## src/verilog/rp_io_pkg.sv

```systemverilog
// Shared widths, sample types and constants for the analog I/O path, referenced by scoped name
`default_nettype none

package rp_io_pkg;

  //////////////////////////////////////////////////
  // Widths and default channel counts
  //////////////////////////////////////////////////

  // Converter and density widths
  parameter int ADC_DW = 16;
  parameter int DAC_DW = 14;
  parameter int PDM_DW = 8;

  // Default counts, overridable from the top level
  parameter int MNO_DEF     = 2;
  parameter int MNG_DEF     = 2;
  parameter int PDM_CHN_DEF = 4;

  //////////////////////////////////////////////////
  // Sample and configuration types
  //////////////////////////////////////////////////

  typedef logic signed [ADC_DW-1:0] adc_sample_t;
  typedef logic signed [DAC_DW-1:0] dac_sample_t;
  // Raw code as seen on the DAC pins
  typedef logic        [DAC_DW-1:0] dac_code_t;
  typedef logic        [PDM_DW-1:0] pdm_cfg_t;
  typedef logic        [1:0]        pdm_addr_t;

  // Modulator range, full scale of a density value
  parameter logic [PDM_DW-1:0] PDM_RNG = 8'd255;

  // DAC mid-scale code, loaded while in reset
  parameter dac_code_t DAC_MID = 14'h1FFF;

endpackage

`default_nettype wire

```

## src/verilog/adc_capture.sv

```systemverilog
// ADC input stage, registers each raw channel and converts it to two's complement for the top level
`default_nettype none
`timescale 1ns/100ps

module adc_capture #(
  // Number of ADC channels
  parameter int MNO = rp_io_pkg::MNO_DEF
) (
  input  wire logic                                adc_clk,
  input  wire logic                                top_rst,
  // Raw converter buses, negative slope
  input  wire rp_io_pkg::adc_sample_t [MNO-1:0]   adc_dat_i,
  // Converted samples, one cycle behind the pins
  output      rp_io_pkg::adc_sample_t [MNO-1:0]   adc_sample_o
);

  //////////////////////////////////////////////////
  // Per channel capture
  //////////////////////////////////////////////////

  for (genvar i = 0; i < MNO; i++) begin : g_adc

    // Conversion result ahead of the register
    rp_io_pkg::adc_sample_t adc_conv;

    // Sign kept, magnitude bits flipped
    // Converter counts down as the input rises
    assign adc_conv = {adc_dat_i[i][rp_io_pkg::ADC_DW-1],
                       ~adc_dat_i[i][rp_io_pkg::ADC_DW-2:0]};

    // Stands in for the IO block input register
    always_ff @(posedge adc_clk or posedge top_rst) begin
      if (top_rst) begin
        adc_sample_o[i] <= '0;
      end else begin
        adc_sample_o[i] <= adc_conv;
      end
    end

  end : g_adc

endmodule : adc_capture

`default_nettype wire

```

## src/verilog/dac_output.sv

```systemverilog
// DAC output stage, holds a strobed code per channel in the DAC's inverted-slope format
`default_nettype none
`timescale 1ns/100ps

module dac_output #(
  // Number of DAC channels
  parameter int MNG = rp_io_pkg::MNG_DEF
) (
  input  wire logic                              adc_clk,
  input  wire logic                              top_rst,
  // Signed samples and their load strobe
  input  wire rp_io_pkg::dac_sample_t [MNG-1:0] dac_dat_i,
  input  wire logic                              dac_vld_i,
  // Codes to the DAC pins
  output      rp_io_pkg::dac_code_t   [MNG-1:0] dac_code_o,
  // Registered reset to the converter
  output      logic                              dac_rst_o
);

  //////////////////////////////////////////////////
  // Output registers
  //////////////////////////////////////////////////

  for (genvar i = 0; i < MNG; i++) begin : g_dac

    rp_io_pkg::dac_code_t dac_conv;

    // Signed to offset code with the slope inverted
    // Same sign-keep rule as the ADC side
    assign dac_conv = {dac_dat_i[i][rp_io_pkg::DAC_DW-1],
                       ~dac_dat_i[i][rp_io_pkg::DAC_DW-2:0]};

    // Mid-scale in reset, new code only on strobe
    always_ff @(posedge adc_clk or posedge top_rst) begin
      if (top_rst) begin
        dac_code_o[i] <= rp_io_pkg::DAC_MID;
      end else if (dac_vld_i) begin
        dac_code_o[i] <= dac_conv;
      end
    end

  end : g_dac

  //////////////////////////////////////////////////
  // DAC reset
  //////////////////////////////////////////////////

  // Drops on the first edge after release
  always_ff @(posedge adc_clk or posedge top_rst) begin
    if (top_rst) begin
      dac_rst_o <= 1'b1;
    end else begin
      dac_rst_o <= 1'b0;
    end
  end

  // Codes only move on a strobed cycle
  a_dac_hold : assert property (
    @(posedge adc_clk) disable iff (top_rst)
    !dac_vld_i |=> $stable(dac_code_o)
  ) else $error("dac_code_o changed without dac_vld_i");

endmodule : dac_output

`default_nettype wire

```

## src/verilog/pdm_regs.sv

```systemverilog
// Density register block for the PDM outputs, written and read back by address from the top level
`default_nettype none
`timescale 1ns/100ps

module pdm_regs #(
  // Number of PDM channels
  parameter int unsigned PDM_CHN = rp_io_pkg::PDM_CHN_DEF
) (
  input  wire logic                                  adc_clk,
  input  wire logic                                  top_rst,
  // Write strobe, one cycle per write
  input  wire logic                                  cfg_we_i,
  input  wire rp_io_pkg::pdm_addr_t                  cfg_addr_i,
  input  wire rp_io_pkg::pdm_cfg_t                   cfg_wdata_i,
  // Registered readback
  output      rp_io_pkg::pdm_cfg_t                   cfg_rdata_o,
  // Density values to the modulator
  output      rp_io_pkg::pdm_cfg_t  [PDM_CHN-1:0]    pdm_cfg
);

  // Address hits an existing channel
  logic addr_ok;

  assign addr_ok = 32'(cfg_addr_i) < PDM_CHN;

  //////////////////////////////////////////////////
  // Register array
  //////////////////////////////////////////////////

  // Stray addresses are dropped
  always_ff @(posedge adc_clk or posedge top_rst) begin
    if (top_rst) begin
      pdm_cfg <= '0;
    end else if (cfg_we_i && addr_ok) begin
      pdm_cfg[cfg_addr_i] <= cfg_wdata_i;
    end
  end

  // Readback, old value on a same-cycle write
  always_ff @(posedge adc_clk or posedge top_rst) begin
    if (top_rst) begin
      cfg_rdata_o <= '0;
    end else if (addr_ok) begin
      cfg_rdata_o <= pdm_cfg[cfg_addr_i];
    end else begin
      cfg_rdata_o <= '0;
    end
  end

  // Bus master must stay inside the channel map
  a_cfg_addr : assert property (
    @(posedge adc_clk) disable iff (top_rst)
    cfg_we_i |-> addr_ok
  ) else $error("PDM register write to address %0h out of range", cfg_addr_i);

endmodule : pdm_regs

`default_nettype wire

```

## src/verilog/pdm.sv

```systemverilog
// First-order pulse-density modulator, turns each density value into a 1-bit stream for the top level
`default_nettype none
`timescale 1ns/100ps

module pdm #(
  // Number of PDM channels
  parameter int unsigned PDM_CHN = rp_io_pkg::PDM_CHN_DEF
) (
  input  wire logic                                adc_clk,
  input  wire logic                                top_rst,
  // Density per channel, used as it stands each cycle
  input  wire rp_io_pkg::pdm_cfg_t  [PDM_CHN-1:0]  pdm_cfg,
  // One stream bit per channel
  output      logic                 [PDM_CHN-1:0]  pdm_o
);

  // Accumulator width, one spare bit for the carry
  localparam int AW = rp_io_pkg::PDM_DW + 1;

  // Range extended to accumulator width
  localparam logic [AW-1:0] RNG_W = {1'b0, rp_io_pkg::PDM_RNG};

  //////////////////////////////////////////////////
  // Per channel modulator
  //////////////////////////////////////////////////

  for (genvar i = 0; i < PDM_CHN; i++) begin : g_pdm

    logic [AW-1:0] acc;
    logic [AW-1:0] acc_sum;
    logic          acc_ovr;

    // Running error plus this cycle's density
    assign acc_sum = acc + {1'b0, pdm_cfg[i]};
    // Full range crossed, time for a one
    assign acc_ovr = acc_sum >= RNG_W;

    // Remainder carried so ones spread evenly
    always_ff @(posedge adc_clk or posedge top_rst) begin
      if (top_rst) begin
        acc     <= '0;
        pdm_o[i] <= 1'b0;
      end else if (acc_ovr) begin
        acc     <= acc_sum - RNG_W;
        pdm_o[i] <= 1'b1;
      end else begin
        acc     <= acc_sum;
        pdm_o[i] <= 1'b0;
      end
    end

    // Keeps the ones count per window exact
    a_acc_rng : assert property (
      @(posedge adc_clk) disable iff (top_rst)
      acc < RNG_W
    ) else $error("PDM accumulator %0d out of range: %0h", i, acc);

  end : g_pdm

endmodule : pdm

`default_nettype wire

```

## src/verilog/rp_io_top.sv

```systemverilog
// Board top level of the analog I/O path, wiring ADC capture, DAC output and PDM outputs to the pins
`default_nettype none
`timescale 1ns/100ps

module rp_io_top #(
  // Channel counts passed to the blocks below
  parameter int          MNO     = rp_io_pkg::MNO_DEF,
  parameter int          MNG     = rp_io_pkg::MNG_DEF,
  parameter int unsigned PDM_CHN = rp_io_pkg::PDM_CHN_DEF
) (
  input  wire logic                                  adc_clk,
  input  wire logic                                  top_rst,
  // ADC
  input  wire rp_io_pkg::adc_sample_t [MNO-1:0]     adc_dat_i,
  output      rp_io_pkg::adc_sample_t [MNO-1:0]     adc_sample_o,
  // DAC, one parallel bus per channel
  input  wire rp_io_pkg::dac_sample_t [MNG-1:0]     dac_dat_i,
  input  wire logic                                  dac_vld_i,
  output      rp_io_pkg::dac_code_t   [MNG-1:0]     dac_code_o,
  output      logic                                  dac_rst_o,
  // PDM configuration port
  input  wire logic                                  cfg_we_i,
  input  wire rp_io_pkg::pdm_addr_t                  cfg_addr_i,
  input  wire rp_io_pkg::pdm_cfg_t                   cfg_wdata_i,
  output      rp_io_pkg::pdm_cfg_t                   cfg_rdata_o,
  // Low-speed analog outputs
  output      logic                   [PDM_CHN-1:0] pdm_o
);

  //////////////////////////////////////////////////
  // ADC
  //////////////////////////////////////////////////

  // Samples leave the top unchanged
  adc_capture #(
    .MNO (MNO)
  ) adc_capture_i (
    .adc_clk      (adc_clk),
    .top_rst      (top_rst),
    .adc_dat_i    (adc_dat_i),
    .adc_sample_o (adc_sample_o)
  );

  //////////////////////////////////////////////////
  // DAC
  //////////////////////////////////////////////////

  // Channels stay on separate buses, no interleave
  dac_output #(
    .MNG (MNG)
  ) dac_output_i (
    .adc_clk    (adc_clk),
    .top_rst    (top_rst),
    .dac_dat_i  (dac_dat_i),
    .dac_vld_i  (dac_vld_i),
    .dac_code_o (dac_code_o),
    .dac_rst_o  (dac_rst_o)
  );

  //////////////////////////////////////////////////
  // PDM
  //////////////////////////////////////////////////

  // Density values from registers to modulator
  rp_io_pkg::pdm_cfg_t [PDM_CHN-1:0] pdm_cfg;

  pdm_regs #(
    .PDM_CHN (PDM_CHN)
  ) pdm_regs_i (
    .adc_clk     (adc_clk),
    .top_rst     (top_rst),
    .cfg_we_i    (cfg_we_i),
    .cfg_addr_i  (cfg_addr_i),
    .cfg_wdata_i (cfg_wdata_i),
    .cfg_rdata_o (cfg_rdata_o),
    .pdm_cfg     (pdm_cfg)
  );

  // Fixed range of 255, always enabled
  pdm #(
    .PDM_CHN (PDM_CHN)
  ) pdm_i (
    .adc_clk (adc_clk),
    .top_rst (top_rst),
    .pdm_cfg (pdm_cfg),
    .pdm_o   (pdm_o)
  );

endmodule : rp_io_top

`default_nettype wire

```

## config.mk

```make
export PLATFORM = sky130hd
export DESIGN_NAME = rp_io_top
export DESIGN_NICKNAME = d
export VERILOG_FILES = /design/src/verilog/rp_io_pkg.sv /design/src/verilog/adc_capture.sv /design/src/verilog/dac_output.sv /design/src/verilog/pdm_regs.sv /design/src/verilog/pdm.sv /design/src/verilog/rp_io_top.sv
export SDC_FILE = /design/constraint.sdc
export NUM_CORES = 1
export LEC_CHECK = 0
export BUFFER_PORTS_ARGS = -buffer_cell sky130_fd_sc_hd__buf_2
export CELL_PAD_IN_SITES_DETAIL_PLACEMENT = 1
export CELL_PAD_IN_SITES_GLOBAL_PLACEMENT = 1
export CORE_MARGIN = 2
export CORE_UTILIZATION = 44
export CTS_CLUSTER_DIAMETER = 50
export DETAILED_ROUTE_END_ITERATION = 7
export HOLD_SLACK_MARGIN = 0.1
export PLACE_DENSITY_LB_ADDON = 0.05
export SETUP_SLACK_MARGIN = 0.1
export SLEW_MARGIN = 20
export SYNTH_ARGS = -nofsm -noshare
export SYNTH_HDL_FRONTEND = slang
export SYNTH_HIERARCHICAL = 1
export SYNTH_SLANG_ARGS = --single-unit
```

## constraint.sdc

```tcl
create_clock -name adc_clk -period 3.98 [get_ports adc_clk]
set_input_delay 0.398 -clock adc_clk [delete_from_list [all_inputs] [get_ports adc_clk]]
set_output_delay 0.398 -clock adc_clk [all_outputs]
set_load 0.05 [all_outputs]
```

# Word level (Yosys, flattened, before mapping)
# Index checks and enable logic that the tools add are counted.
word_totals:
  regBits: 141
  latchBits: 0
  ramBits: 0
  mem_bits_ro: 0
  inputBits: 74
  out_inout_bits: 73
  wordCells: 50
  memories: 0
op_classes:
  n_addsub: 8
  multipliers: 0
  div: 0
  n_lt_le_gt_ge: 6
  eq_ne: 0
  shifts: 0
  n_mux: 13
  n_bitwise: 4
  reduce_logical: 1
op_table:
  columns: ["operator", "count"]
  rows:
  - ["9-bit by 8-bit adder with 9-bit output", 4]
  - ["9-bit by 8-bit >= comparator with 1-bit output, second input constant", 4]
  - ["9-bit two-way mux", 4]
  - ["9-bit by 8-bit subtractor with 9-bit output, second input constant", 4]
  - ["32-bit bitwise mux", 1]
  - ["15-bit inverter", 2]
  - ["13-bit inverter", 2]
  - ["8-bit binary-select mux with 2-bit select", 1]
  - ["8-bit demux with 2-bit select", 1]
  - ["8-bit two-way mux", 2]
  - ["1-bit two-way mux", 4]
  - ["2-bit by 3-bit < comparator with 1-bit output, second input constant", 1]
  - ["2-bit by 1-bit >= comparator with 1-bit output, second input constant", 1]
  - ["1-bit logical AND", 1]

# Longest topological paths before layout
# Gate-level depths: netlist of run 1.
depth:
  word_depth: 5
  mapped_depth: 16
  ltp_nobuf: 15

# By module
# The synthesis of run 1 kept the hierarchy.
modules_own_cells:
  columns: ["mod", "n_inst", "cells_each", "area_per_inst_um2", "seq_area_each_um2"]
  rows:
  - ["pdm", 1, 403, 3667.3, 1001.0]
  - ["pdm_regs", 1, 87, 1626.6, 1001.0]
  - ["dac_output", 1, 90, 1122.3, 759.5]
  - ["adc_capture", 1, 63, 917.1, 800.8]

# Worst setup path before layout of run 1
# OpenSTA, ideal clock, no wires.
synth_timing:
  kind: "register to register"
  startpoint: "register pdm_regs_i/pdm_cfg[3] (netlist name)"
  endpoint: "register pdm_i.g_pdm[0].acc[3]"
  setup_ns: 0.126
  arrival_time_ns: 3.350
  t_required_ns: 3.854
  setup_slack_ns: 0.504
  path_stages_with_launch: 17
  n_path_buf: 2
  synth_period_minus_slack_ns: 3.476
  cell_sequence: "dfrtp_1 -> ha_1 -> clkbuf_1 -> or4b_2 -> o2111ai_1 -> a311oi_1 -> nor4b_2 -> nand2_1 -> nor2_1 -> ha_1 -> nor2_1 -> nand3_1 -> o21ai_0 -> or2_0 -> buf_2 -> and3_1 -> a311o_1"
synth_via:
  elab_chain_cells: 3
  elab_cells_between_ends: 4
  cone_classes: "add/sub (2); order compare (1); mux (1)"
synth_rtl:
  columns: ["item", "line_no", "text"]
  rows:
  - ["from (decl)", "pdm_regs.sv:18", "output rp_io_pkg::pdm_cfg_t [PDM_CHN-1:0] pdm_cfg"]
  - ["from (signal, indexed assignment)", "pdm_regs.sv:35", "pdm_cfg[cfg_addr_i] <= cfg_wdata_i;"]
  - ["9-bit by 8-bit adder with 9-bit output *", "pdm.sv:34", "assign acc_sum = acc + {1'b0, pdm_cfg[i]};"]
  - ["9-bit by 8-bit subtractor with 9-bit output / 9-bit by 8-bit >= comparator with 1-bit output (equally long branches)", "pdm.sv:44, pdm.sv:36", null]
  - ["9-bit two-way mux *", "pdm.sv:43", "end else if (acc_ovr) begin"]
  - ["to (signal assigned)", "pdm.sv:44", "acc <= acc_sum - RNG_W;"]
  - ["to (signal assigned)", "pdm.sv:47", "acc <= acc_sum;"]
  - ["to (decl)", "pdm.sv:29", "logic [AW-1:0] acc;"]
# Every way passes the cells marked *; elsewhere a longest branch is shown, timed or not.
# A chain may end at the register's enable or synchronous reset.

# Worst setup path after layout of run 1
layout_timing:
  startpoint: "register pdm_regs_i/pdm_cfg[5] (netlist name)"
  endpoint: "register pdm_i.g_pdm[0].acc[3]"
layout_via:
  elab_chain_cells: 3
layout_rtl:
  columns: ["item", "line_no", "text"]
  rows:
  - ["9-bit by 8-bit adder with 9-bit output", "pdm.sv:34", null]
  - ["9-bit by 8-bit >= comparator with 1-bit output", "pdm.sv:36", "assign acc_ovr = acc_sum >= RNG_W;"]
  - ["9-bit two-way mux", "pdm.sv:43", null]
# No other way between the ends.

==> results of run 1 <==
[power breakdown]
group	switching, mW	internal [mW]
Combinational	2.59	1.64
Sequential	0.188	1.82
Clock	0.641	0.869
Total	3.42	4.33
[stage by stage]
| step | util (%) | worst slack [ns] |
|---|---|---|
| finish | 54.6 | 0.278 |
| global route | 54.6 | 0.0864 |
| CTS | 54.3 | 0.102 |
| detailed placement | 50.3 | 0.0916 |
| global placement | 50.3 | 0.279 |
| floorplan | - | 0.504 |
[synthesized netlist by cell type (all sizes together) (7+ instances only)]
| cell type | number |
|---|---|
| mux2i | 20 |
| a21oi | 53 |
| mux4 | 8 |
| nand3b | 10 |
| dfrtp | 114 |
| nor2 | 40 |
| mux2 | 40 |
| xor2 | 15 |
| a211oi | 9 |
| nand2 | 29 |
| nand3 | 23 |
| o211ai | 10 |
| dfstp | 27 |
| and2 | 10 |
| inv | 55 |
| xnor2 | 7 |
| ha | 40 |
| and3 | 10 |
| o21ai | 20 |
| nor3 | 10 |
| buf | 9 |
[layout by cell type (no fill, tap or decap), types with 4 or more instances in the layout]
cell / n
dfstp_2: 27
inv_1: 54
a21oi_1: 53
or2_2: 5
xnor2_1: 6
o21ai_0: 16
mux4_2: 5
a21o_1: 4
dlygate4sd3_1: 10
clkbuf_16: 17
nand3b_1: 8
mux2i_1: 20
or3_1: 5
buf_2: 146
nand3_1: 22
nor2_1: 40
nor2b_1: 5
buf_4: 6
a211oi_1: 6
nand2b_1: 4
a21boi_0: 6
clkinv_4: 4
nor3_1: 10
xor2_1: 12
clkinvlp_4: 4
o211ai_1: 10
fa_1: 4
dfrtp_1: 114
and3_1: 9
ha_1: 38
nand2_1: 29
mux2_2: 38
and2_1: 9
[cells by family (layout without fill, tap and decap cells)]
kind of cell,count (synthesis),in the layout,synth area share [%]
simple gates,175,175,13.7
flops,141,141,48.6
compound gates,125,125,11.2
mux,68,68,11.5
buf+inv,67,249,4.04
fa+ha+maj,44,44,7.92
xor+xnor,22,22,2.93
other cells,1,1,0.0511
[per-layer routing]
metal  track usage (%)  vias to the layer above
met3              5.25                       20
met1              28.2                     2784
met4              5.73                        0
met2              37.4                      140
li1                  -                     2636
met5                 0                        -
[final cells by class]
| class | count | area [um^2] | area share (%) |
|---|---|---|---|
| clock buffers | 17 | 425 | 4.73 |
| inverters | 55 | 206 | 2.30 |
| multi-input cells | 435 | 3510 | 39.0 |
| repair buffers | 162 | 876 | 9.74 |
| flip-flops and latches | 141 | 3560 | 39.6 |
| well taps | 220 | 275 | 3.06 |
| clock inverters | 15 | 141 | 1.57 |
[state kept, by name, indices dropped and copies added (netlist names)]
register                    count
pdm_regs_i/cfg_rdata_o          8
pdm_regs_i/pdm_cfg             32
dac_output_i/dac_rst_o          1
pdm_i/pdm_o                     4
adc_capture_i/adc_sample_o     32
pdm_i/g_pdm.acc                36
dac_output_i/dac_code_o        28
[worst paths after layout]
path,end,slack (ns),cells after the start
worst max register to register,pdm_i/g_pdm[0].acc[3],0.28,14
worst max-delay path,pdm_i/g_pdm[0].acc[3],0.28,14
max in group asynchronous,pdm_i/g_pdm[2].acc[5],2.94,3
min in group asynchronous,adc_capture_i/adc_sample_o[21],0.13,3
worst min register to register,dac_output_i/dac_code_o[8],0.47,2
worst min-delay path,adc_capture_i/adc_sample_o[30],0.12,2
[what timing repair did]
action | CTS | global route
pin swaps | 0 | 1
endpoints found under the hold margin | 9 | 1
setup endpoints to repair | 3 | 10
setup buffers | 0 | 1
hold buffers | 9 | 1
resized for setup | 1 | 9
==> run summary, run 1 <==
CP cell instances: ha_2, or4b_2, o2111ai_1, a311oi_1, nor4b_2, nand2_1, nor2_1, ha_1, nor2_1, nand3_1, o21ai_0, or2_4, and3_1, a311o_1
Slowest stage cell, crit path: or4b_2
Placed cells: 1002
CTS tree: yes
Port buffer count: 146
Layout cells sized above 1: 35.4%
CP Launch Point: pdm_regs_i/pdm_cfg[5]
Clock Sinks: 141
Overall Power: 7.74 mW
Core Region: 0.0165 mm^2
EDFF count, synth: 0
Outcome: complete, no violations
Die footprint: 0.0177 mm^2
First DRT Iteration DRCs: 205
Clk Latency, worst-skew pair: 0.42 ns
Bufs on Longest Clock Path: 2
Met2 WL: 9280 um
P per Cell Area: 861 mW/mm^2
Fillers: 1820
Initial core utilization: 44.5%
Routed WL: 18600 um
Largest area contributor in the netlist: dfrtp_1
CP peak stage delay: 0.62 ns
CP dominant cell by count: nor2_1
WL met3: 893 um
Nets: 930
Sum of negative setup slack: 0 ns
Final RePlAce weighted congestion: 0.822
Final hold vios: 0
Hold Slack: 0.119 ns
Pin count of the biggest net entering global routing: 44
CTS Root Cell: clkbuf_16
Final antenna-violating net count: 0
WP data required: 4.27 ns
YS warnings: 6
Class of the most critical setup path: reg2reg
M1 WL: 8280 um
Wire per inst: 17.8 um
Via-to-Cell Ratio: 5.34
# DRC: 0
Ant. Diodes: 0
Final Cell Area: 0.00899 mm^2
Hpwl dp: 14000 um
Synth Instances: 643
Hold_sp: adc_dat_i[30]
Pre-Repair DR Iteration Count: 4
RSZ-0062 raised after global routing: no
Total track usage: 21.9%
Top post-synthesis cells by area: dfrtp_1 (39%), dfstp_2 (9.7%), ha_1 (6.8%)
Routed vias: 5580
Area growth syn-to-layout: 22.6%
Row cnt: 47
Library cells used by synthesis: 80
First-pass GRT wire length: 30800 um
FF-to-FF Start: pdm_regs_i/pdm_cfg[5]
Fmax achieved: 0.270 GHz
Mean Syn Cell Area: 11.4 um^2
Bufs and invs on worst path: 0
Top FF cell, synth: dfrtp_1
Max-slew violation count: 0
Initial antenna violation count: 0
Top Layer Used: met4
Syn Nets: 761
Synth top area share: 38.9%
# IOs: 147
Max VDD drop: 0.348 mV
Crit. End Element: flip-flop
Synth Register Bits: 141
Number of H-tree levels: 4
Clock skew: 0.0117 ns
Leakage power: 4.28 nW
HP Class: in2reg
Total CTS buffers: 17
Die height: 133 um
Async set-or-reset flop fraction in the synthesized netlist: 100%
Crit share post-route: 93.0%
Slew @ Worst Pin: 0.958 ns
Max cap viols: 0
Seq/Total Area, Yosys: 48.6%
Vias in the first global route: 6053
Synthesized cell area: 0.00733 mm^2
Crit path launch type: flip-flop
Worst EP arrival: 3.99 ns
Worst path top cell family by delay: simple AND/OR/NAND/NOR gates
Placed Area: 0.00829 mm^2
Tmin final: 3.70 ns
Slew headroom: 35.7%
Gr ovfl total: 0
Crit Path Max Fanout: 10
Clk slew on worst S/H paths: 0.07 ns
Final setup vio count: 0
Layout Cells excl Fill: 1045
Chip width: 133 um
No activity file was read; power rests on OpenSTA's default activity.
==> run 2: changes to the inputs <==
- ABC_AREA: default -> 1
- CORE_UTILIZATION: 44 -> 41
==> run summary, run 2 <==
Outcome: complete, no violations
Class of the most critical setup path: reg2reg
Synth Register Bits: 141 (unchanged)
Final antenna-violating net count: 0 (unchanged)
Worst path top cell family by delay: adder cells
Post-CTS setup buffers: 0 (unchanged)
CTS Root Cell: clkbuf_16
Nets: 1325 (+42%)
EDFF count, synth: 0 (unchanged)
M2 GR Usage: 42.0% (+4.6 points)
Final RePlAce weighted congestion: 0.800 (-2.8%)
Reg with most FFs: pdm_i/g_pdm.acc
Bufs on Longest Clock Path: 2 (unchanged)
Sum of negative setup slack: 0 ns (unchanged)
Max cap viols: 0 (unchanged)
Gr ovfl total: 0 (unchanged)
Initial antenna violation count: 0 (unchanged)
Leakage power: 5.54 nW (+29%)
Crit path launch type: flip-flop
Synthesized cell area: 0.00789 mm^2 (+7.6%)
Layout Cells excl Fill: 1454 (+39%)
Crit share post-route: 68.4% (-25 points)
Crit. End Element: flip-flop
Bufs and invs on worst path: 1 (+1)
Biggest regs: pdm_i/g_pdm.acc x36, adc_capture_i/adc_sample_o x32, pdm_regs_i/pdm_cfg x32
Final hold vios: 0 (unchanged)
Final setup vio count: 0 (unchanged)
Async set-or-reset flop fraction in the synthesized netlist: 100% (unchanged)
# DRC: 0 (unchanged)
Pin count of the biggest net entering global routing: 41 (-6.8%)
Total track usage: 23.3% (+1.4 points)
Top post-synthesis cells by area: dfrtp_1 (36%), nand2_1 (20%), dfstp_2 (9.0%)
Synth Instances: 1024 (+59%)
WP data required: 4.29 ns (+0.02 ns)
Seq/Total Area, Yosys: 45.1% (-3.4 points)
CP dominant cell by count: nand2_1
Core Region: 0.0188 mm^2 (+14%)
Placed Area: 0.00883 mm^2 (+6.6%)
Synth top area share: 36.2% (-2.8 points)
Library cells used by synthesis: 32 (-60%)
Die height: 143 um (+7.2%)
Total CTS buffers: 17 (unchanged)
Clk Latency, worst-skew pair: 0.42 ns (about the same)
Largest area contributor in the netlist: dfrtp_1
FF-to-FF setup slack: 1.26 ns (+0.98 ns)
Layout cells sized above 1: 21.1% (-14 points)
Pre-Repair DR Iteration Count: 5 (+1)
Wire per inst: 15.5 um (-13%)
CP cell instances: ha_1, fa_1, xnor2_1, nor2_1, nand2_1, nor2_1, nand2_1, nor3_1, ha_1, nand3b_1, inv_2, nand2_4, nand2_1, nand2_1
Initial core utilization: 42.0% (-2.5 points)
Commonest non-fill, non-tap cell in the layout: nand2_1
GR peak layer: met2
Max-slew violation count: 0 (unchanged)
Worst EP arrival: 3.04 ns (-0.95 ns)
Placed cells: 1394 (+39%)
Row cnt: 50 (+6.4%)
Tmin final: 2.72 ns (-0.978 ns)
RSZ-0062 raised after global routing: no
Fmax achieved: 0.367 GHz (+36%)
P per Cell Area: 732 mW/mm^2 (-15%)
Chip width: 143 um (+7.2%)
Slew headroom: 43.5% (+7.8 points)
Max FFs per register: 36 (unchanged)
Most frequent cells in the layout: nand2_1 (424), buf_2 (146), inv_1 (142), dfrtp_1 (114), nand3_1 (109)
CP peak stage delay: 0.43 ns (-0.19 ns)
GR Layer Usage met3: 3.39% (-1.9 points)
Hpwl dp: 16300 um (+16%)
First-pass GRT wire length: 36900 um (+20%)
Finished Core Util: 51.5% (-3.1 points)
Routed WL: 22500 um (+21%)
Number of H-tree levels: 4 (unchanged)
Top FF cell, synth: dfrtp_1
Port buffer count: 146 (unchanged)
Fillers: 2394 (+32%)
Routed vias: 7019 (+26%)
Crit Path Max Fanout: 9 (-1)
Synth top cells by count: nand2_1 (424), inv_1 (144), dfrtp_1 (114), nand3_1 (109), ha_1 (40)
Die footprint: 0.0204 mm^2 (+15%)
CTS tree: yes
Area growth syn-to-layout: 22.5%
HP Class: in2reg
First DRT Iteration DRCs: 295 (+44%)
Max VDD drop: 0.333 mV (-4.2%)
Syn Nets: 1142 (+50%)
Slew @ Worst Pin: 0.846 ns (-0.112 ns)
Clock skew: 0.0110 ns (-0.000720 ns)
Most frequent cell after synthesis: nand2_1
Clock Sinks: 141 (unchanged)
Slowest stage cell, crit path: fa_1
# IOs: 147 (unchanged)
YS warnings: 6 (unchanged)
Vias in the first global route: 7287 (+20%)
Overall Power: 7.08 mW (-8.6%)
Mean Syn Cell Area: 7.71 um^2 (-32%)
Ant. Diodes: 0 (unchanged)
Clk slew on worst S/H paths: 0.07 ns (about the same)
Met1 usage: 29.1% (+0.82 points)
Via-to-Cell Ratio: 4.83 (-9.6%)
Final Cell Area: 0.00966 mm^2 (+7.5%)
run 2: repair_timing:
action | CTS | global route
endpoints found under the hold margin | 42 | 0
resized for setup | 0 | 0
hold buffers | 28 | 0
run 2: through the flow:
stage | worst slack, ns | hold slack, ns
after floorplan | 1.55 | 0.429
after global routing | 0.989 | 0.115
after detailed placement | 1.27 | 0.452
after CTS | 1.24 | 0.101
after global placement | 1.31 | 0.450
final | 1.26 | 0.129
run 2: worst paths after layout:
kind | to | depth (start not counted) | startpoint
max reg2reg | pdm_i/g_pdm[1].acc[2] | 14 | pdm_regs_i/pdm_cfg[8]
min | adc_capture_i/adc_sample_o[5] | 2 | adc_dat_i[5]
min in group asynchronous | dac_output_i/dac_code_o[13] | 3 | top_rst
min reg2reg | dac_output_i/dac_code_o[19] | 2 | dac_output_i/dac_code_o[19]
max | pdm_i/g_pdm[1].acc[2] | 14 | pdm_regs_i/pdm_cfg[8]
max in group asynchronous | dac_output_i/dac_code_o[9] | 4 | top_rst
run 2: area by class of cell:
| class | instances | area, um^2 | area share, % |
|---|---|---|---|
| inverter | 155 | 583 | 6.03 |
| tap | 234 | 293 | 3.03 |
| timing repair buffer | 177 | 1030 | 10.7 |
| multi-input combinational | 715 | 3640 | 37.7 |
| sequential | 141 | 3560 | 36.9 |
| clock inverter | 15 | 126 | 1.31 |
| clock buffer | 17 | 425 | 4.40 |
run 2: routing by layer:
metal  part of all wire (%)  wire length [um]
met1                     43              9770
met2                     52             11800
met3                    2.5               565
met4                    1.6               366
met5                      0                 0
run 2: report_power, final:
part           internal (mW)  switching, mW
clock network          0.818          0.676
registers               1.79          0.179
logic                   1.21           2.40
run 2: logic make-up (layout without fill, tap and decap cells):
| group | Yosys count | in the layout | synth area share [%] |
|---|---|---|---|
| flip-flops | 141 | 141 | 45.1 |
| AND/OR/NAND/NOR | 621 | 621 | 34.4 |
| buffers and inverters | 168 | 364 | 8.72 |
| XOR/XNOR | 19 | 19 | 2.11 |
| other | 1 | 1 | 0.0475 |
| AO/OA/AOI/OAI | 30 | 30 | 2.20 |
| adder cells (fa/ha/maj) | 44 | 44 | 7.36 |
==> run 3: changes to the inputs <==
- clock period: 3.98 -> 2.7 ns (I/O delays scaled with it)
==> run summary, run 3 (same netlist as run 2, synthesis figures left out) <==
Outcome: complete, but fails checks
Failing checks: setup timing
Slew @ Worst Pin: 0.845 ns (-0.00110 ns)
Initial antenna violation count: 1 (+1)
WL met3: 618 um (+9.4%)
RSZ-0062 raised after global routing: yes
Tmin final: 2.78 ns (+0.0601 ns)
WP data required: 3.08 ns (-1.21 ns)
Setup ws final: -0.0842 ns (-1.34 ns)
Core Region: 0.0188 mm^2 (unchanged)
Via-to-Cell Ratio: 4.91 (+1.8%)
Hpwl dp: 16500 um (+1.2%)
Max FFs per register: 36 (unchanged)
Max cap viols: 0 (unchanged)
Hold Path Depth: 3 (+1)
Initial core utilization: 42.0% (unchanged)
Crit share post-route: 103% (+35 points)
Clk slew on worst S/H paths: 0.07 ns (about the same)
M1 WL: 10700 um (+9.5%)
Row cnt: 50 (unchanged)
Clk Latency, worst-skew pair: 0.44 ns (+0.02 ns)
# IOs: 147 (unchanged)
Reg with most FFs: pdm_i/g_pdm.acc
Final Cell Area: 0.0107 mm^2 (+10%)
Clock Sinks: 141 (unchanged)
Final antenna-violating net count: 0 (unchanged)
Pin count of the biggest net entering global routing: 33 (-20%)
Total CTS buffers: 17 (unchanged)
Die height: 143 um (unchanged)
First-pass GRT wire length: 40600 um (+10%)
Routed vias: 7544 (+7.5%)
Final RePlAce weighted congestion: 0.782 (-2.2%)
Die footprint: 0.0204 mm^2 (unchanged)
Biggest regs: pdm_i/g_pdm.acc x36, adc_capture_i/adc_sample_o x32, pdm_regs_i/pdm_cfg x32
Final hold vios: 0 (unchanged)
Max VDD drop: 0.827 mV (+150%)
Sum of negative setup slack: -0.744 ns (-0.744 ns)
Worst EP arrival: 3.16 ns (+0.12 ns)
Reg2reg path depth: 16 (+2)
CTS tree: yes
Clock skew: 0.0143 ns (+0.00332 ns)
Wire per inst: 16.7 um (+8.3%)
Crit. End Element: flip-flop
Nets: 1405 (+6.0%)
Port buffer count: 146 (unchanged)
Slew headroom: 43.3% (-0.21 points)
HP Class: in2reg
Area growth syn-to-layout: 35.1%
Overall Power: 11.9 mW (+68%)
Crit Path Max Fanout: 8 (-1)
Hold Slack: 0.148 ns (+0.0185 ns)
Bufs on Longest Clock Path: 2 (unchanged)
Number of H-tree levels: 4 (unchanged)
Total track usage: 26.0% (+2.6 points)
Fmax achieved: 0.359 GHz (-2.2%)
CTS Root Cell: clkbuf_16
First DRT Iteration DRCs: 272 (-7.8%)
Gr ovfl total: 0 (unchanged)
Pre-Repair DR Iteration Count: 4 (-1)
Top Layer Used: met4
FF-to-FF setup slack: -0.08 ns (-1.34 ns)
Most frequent cells in the layout: nand2_1 (394), buf_2 (146), inv_1 (138), dfrtp_1 (114), nand3_1 (100)
Layout cells sized above 1: 29.0% (+7.9 points)
Routed WL: 25700 um (+14%)
Placed Area: 0.00891 mm^2 (+0.94%)
Vias in the first global route: 7959 (+9.2%)
Leakage power: 5.93 nW (+7.1%)
Commonest non-fill, non-tap cell in the layout: nand2_1
# DRC: 0 (unchanged)
Chip width: 143 um (unchanged)
Class of the most critical setup path: reg2reg
Met2 WL: 13500 um (+15%)
Crit path launch type: flip-flop
P per Cell Area: 1110 mW/mm^2 (+52%)
Pre-CTS WS: -0.0265 ns (-1.30 ns)
Final setup vio count: 19 (+19)
Max-slew violation count: 0 (unchanged)
-- run 3: cell count changes in the layout (fill, tap and decap cells not counted), moves of 6 or more --
cell / change
buf_4: +39
dlygate4sd3_1: +33
nand2_1: -30
nand2_2: +28
ha_1: -12
ha_2: +10
nand3_1: -9
nand3_2: +9
nor2_1: -6
-- run 3: what timing repair did --
item | 4_1_cts | 5_1_grt
hold endpoints to repair | 127 | 0
gates cloned | 4 | 1
buffers inserted | 20 | 11
setup endpoints to repair | 35 | 39
pin swaps | 24 | 39
resized for setup | 40 | 59
hold buffers | 61 | 0
-- run 3: path summary, 6_finish.rpt --
check | endpoint | startpoint
min reg2reg | dac_output_i/dac_code_o[3] | dac_output_i/dac_code_o[3]
min in group asynchronous | pdm_i/g_pdm[0].acc[2] | top_rst
max | pdm_i/g_pdm[1].acc[3] | pdm_i/g_pdm[1].acc[0]
min | pdm_regs_i/pdm_cfg[22] | cfg_wdata_i[6]
max reg2reg | pdm_i/g_pdm[1].acc[3] | pdm_i/g_pdm[1].acc[0]
max in group asynchronous | pdm_regs_i/pdm_cfg[10] | top_rst
-- run 3: power by group --
| group | switching (mW) | internal (mW) |
|---|---|---|
| clock network | 1.05 | 1.21 |
| registers | 0.289 | 2.63 |
| logic | 4.25 | 2.45 |
| total | 5.59 | 6.29 |
-- run 3: worst max-delay path, cell delays in order, from the launching register on --
cell and delay (ns):
dfrtp_1 0.38, ha_2 0.20, fa_2 0.57, ha_4 0.15, inv_4 0.04, nor2_4 0.08, nand2_2 0.08, nor2_4 0.13
nand2_2 0.08, nor3_2 0.20, ha_2 0.18, nand3b_1 0.20, buf_6 0.15, inv_8 0.04, nand2_8 0.10, nand2_2 0.05
nand2_1 0.08
-- run 3: per-layer routing --
metal	vias up	GRT usage, %
met1	3678	31.4
met5	-	0
met4	0	11.0
met3	58	4.39
li1	3682	-
met2	126	45.7
-- run 3: area by class of cell --
class / count / area (um^2)
Timing Repair inverter: 3 / 22.5
Timing Repair Buffer: 252 / 1690
Inverter: 155 / 599
Fill cell: 2362 / 8110
Clock buffer: 18 / 429
Clock inverter: 14 / 123
Antenna cell: 1 / 2.50
Sequential cell: 141 / 3560
Tap cell: 234 / 293
Multi-Input combinational cell: 717 / 3940
-- run 3: through the flow --
stage                     util (%)  std cells
after floorplan                  -       1024
after global placement        47.5       1405
after detailed placement      47.5       1405
after CTS                     55.3       1522
after global routing          56.8       1535
final                         56.8       1535
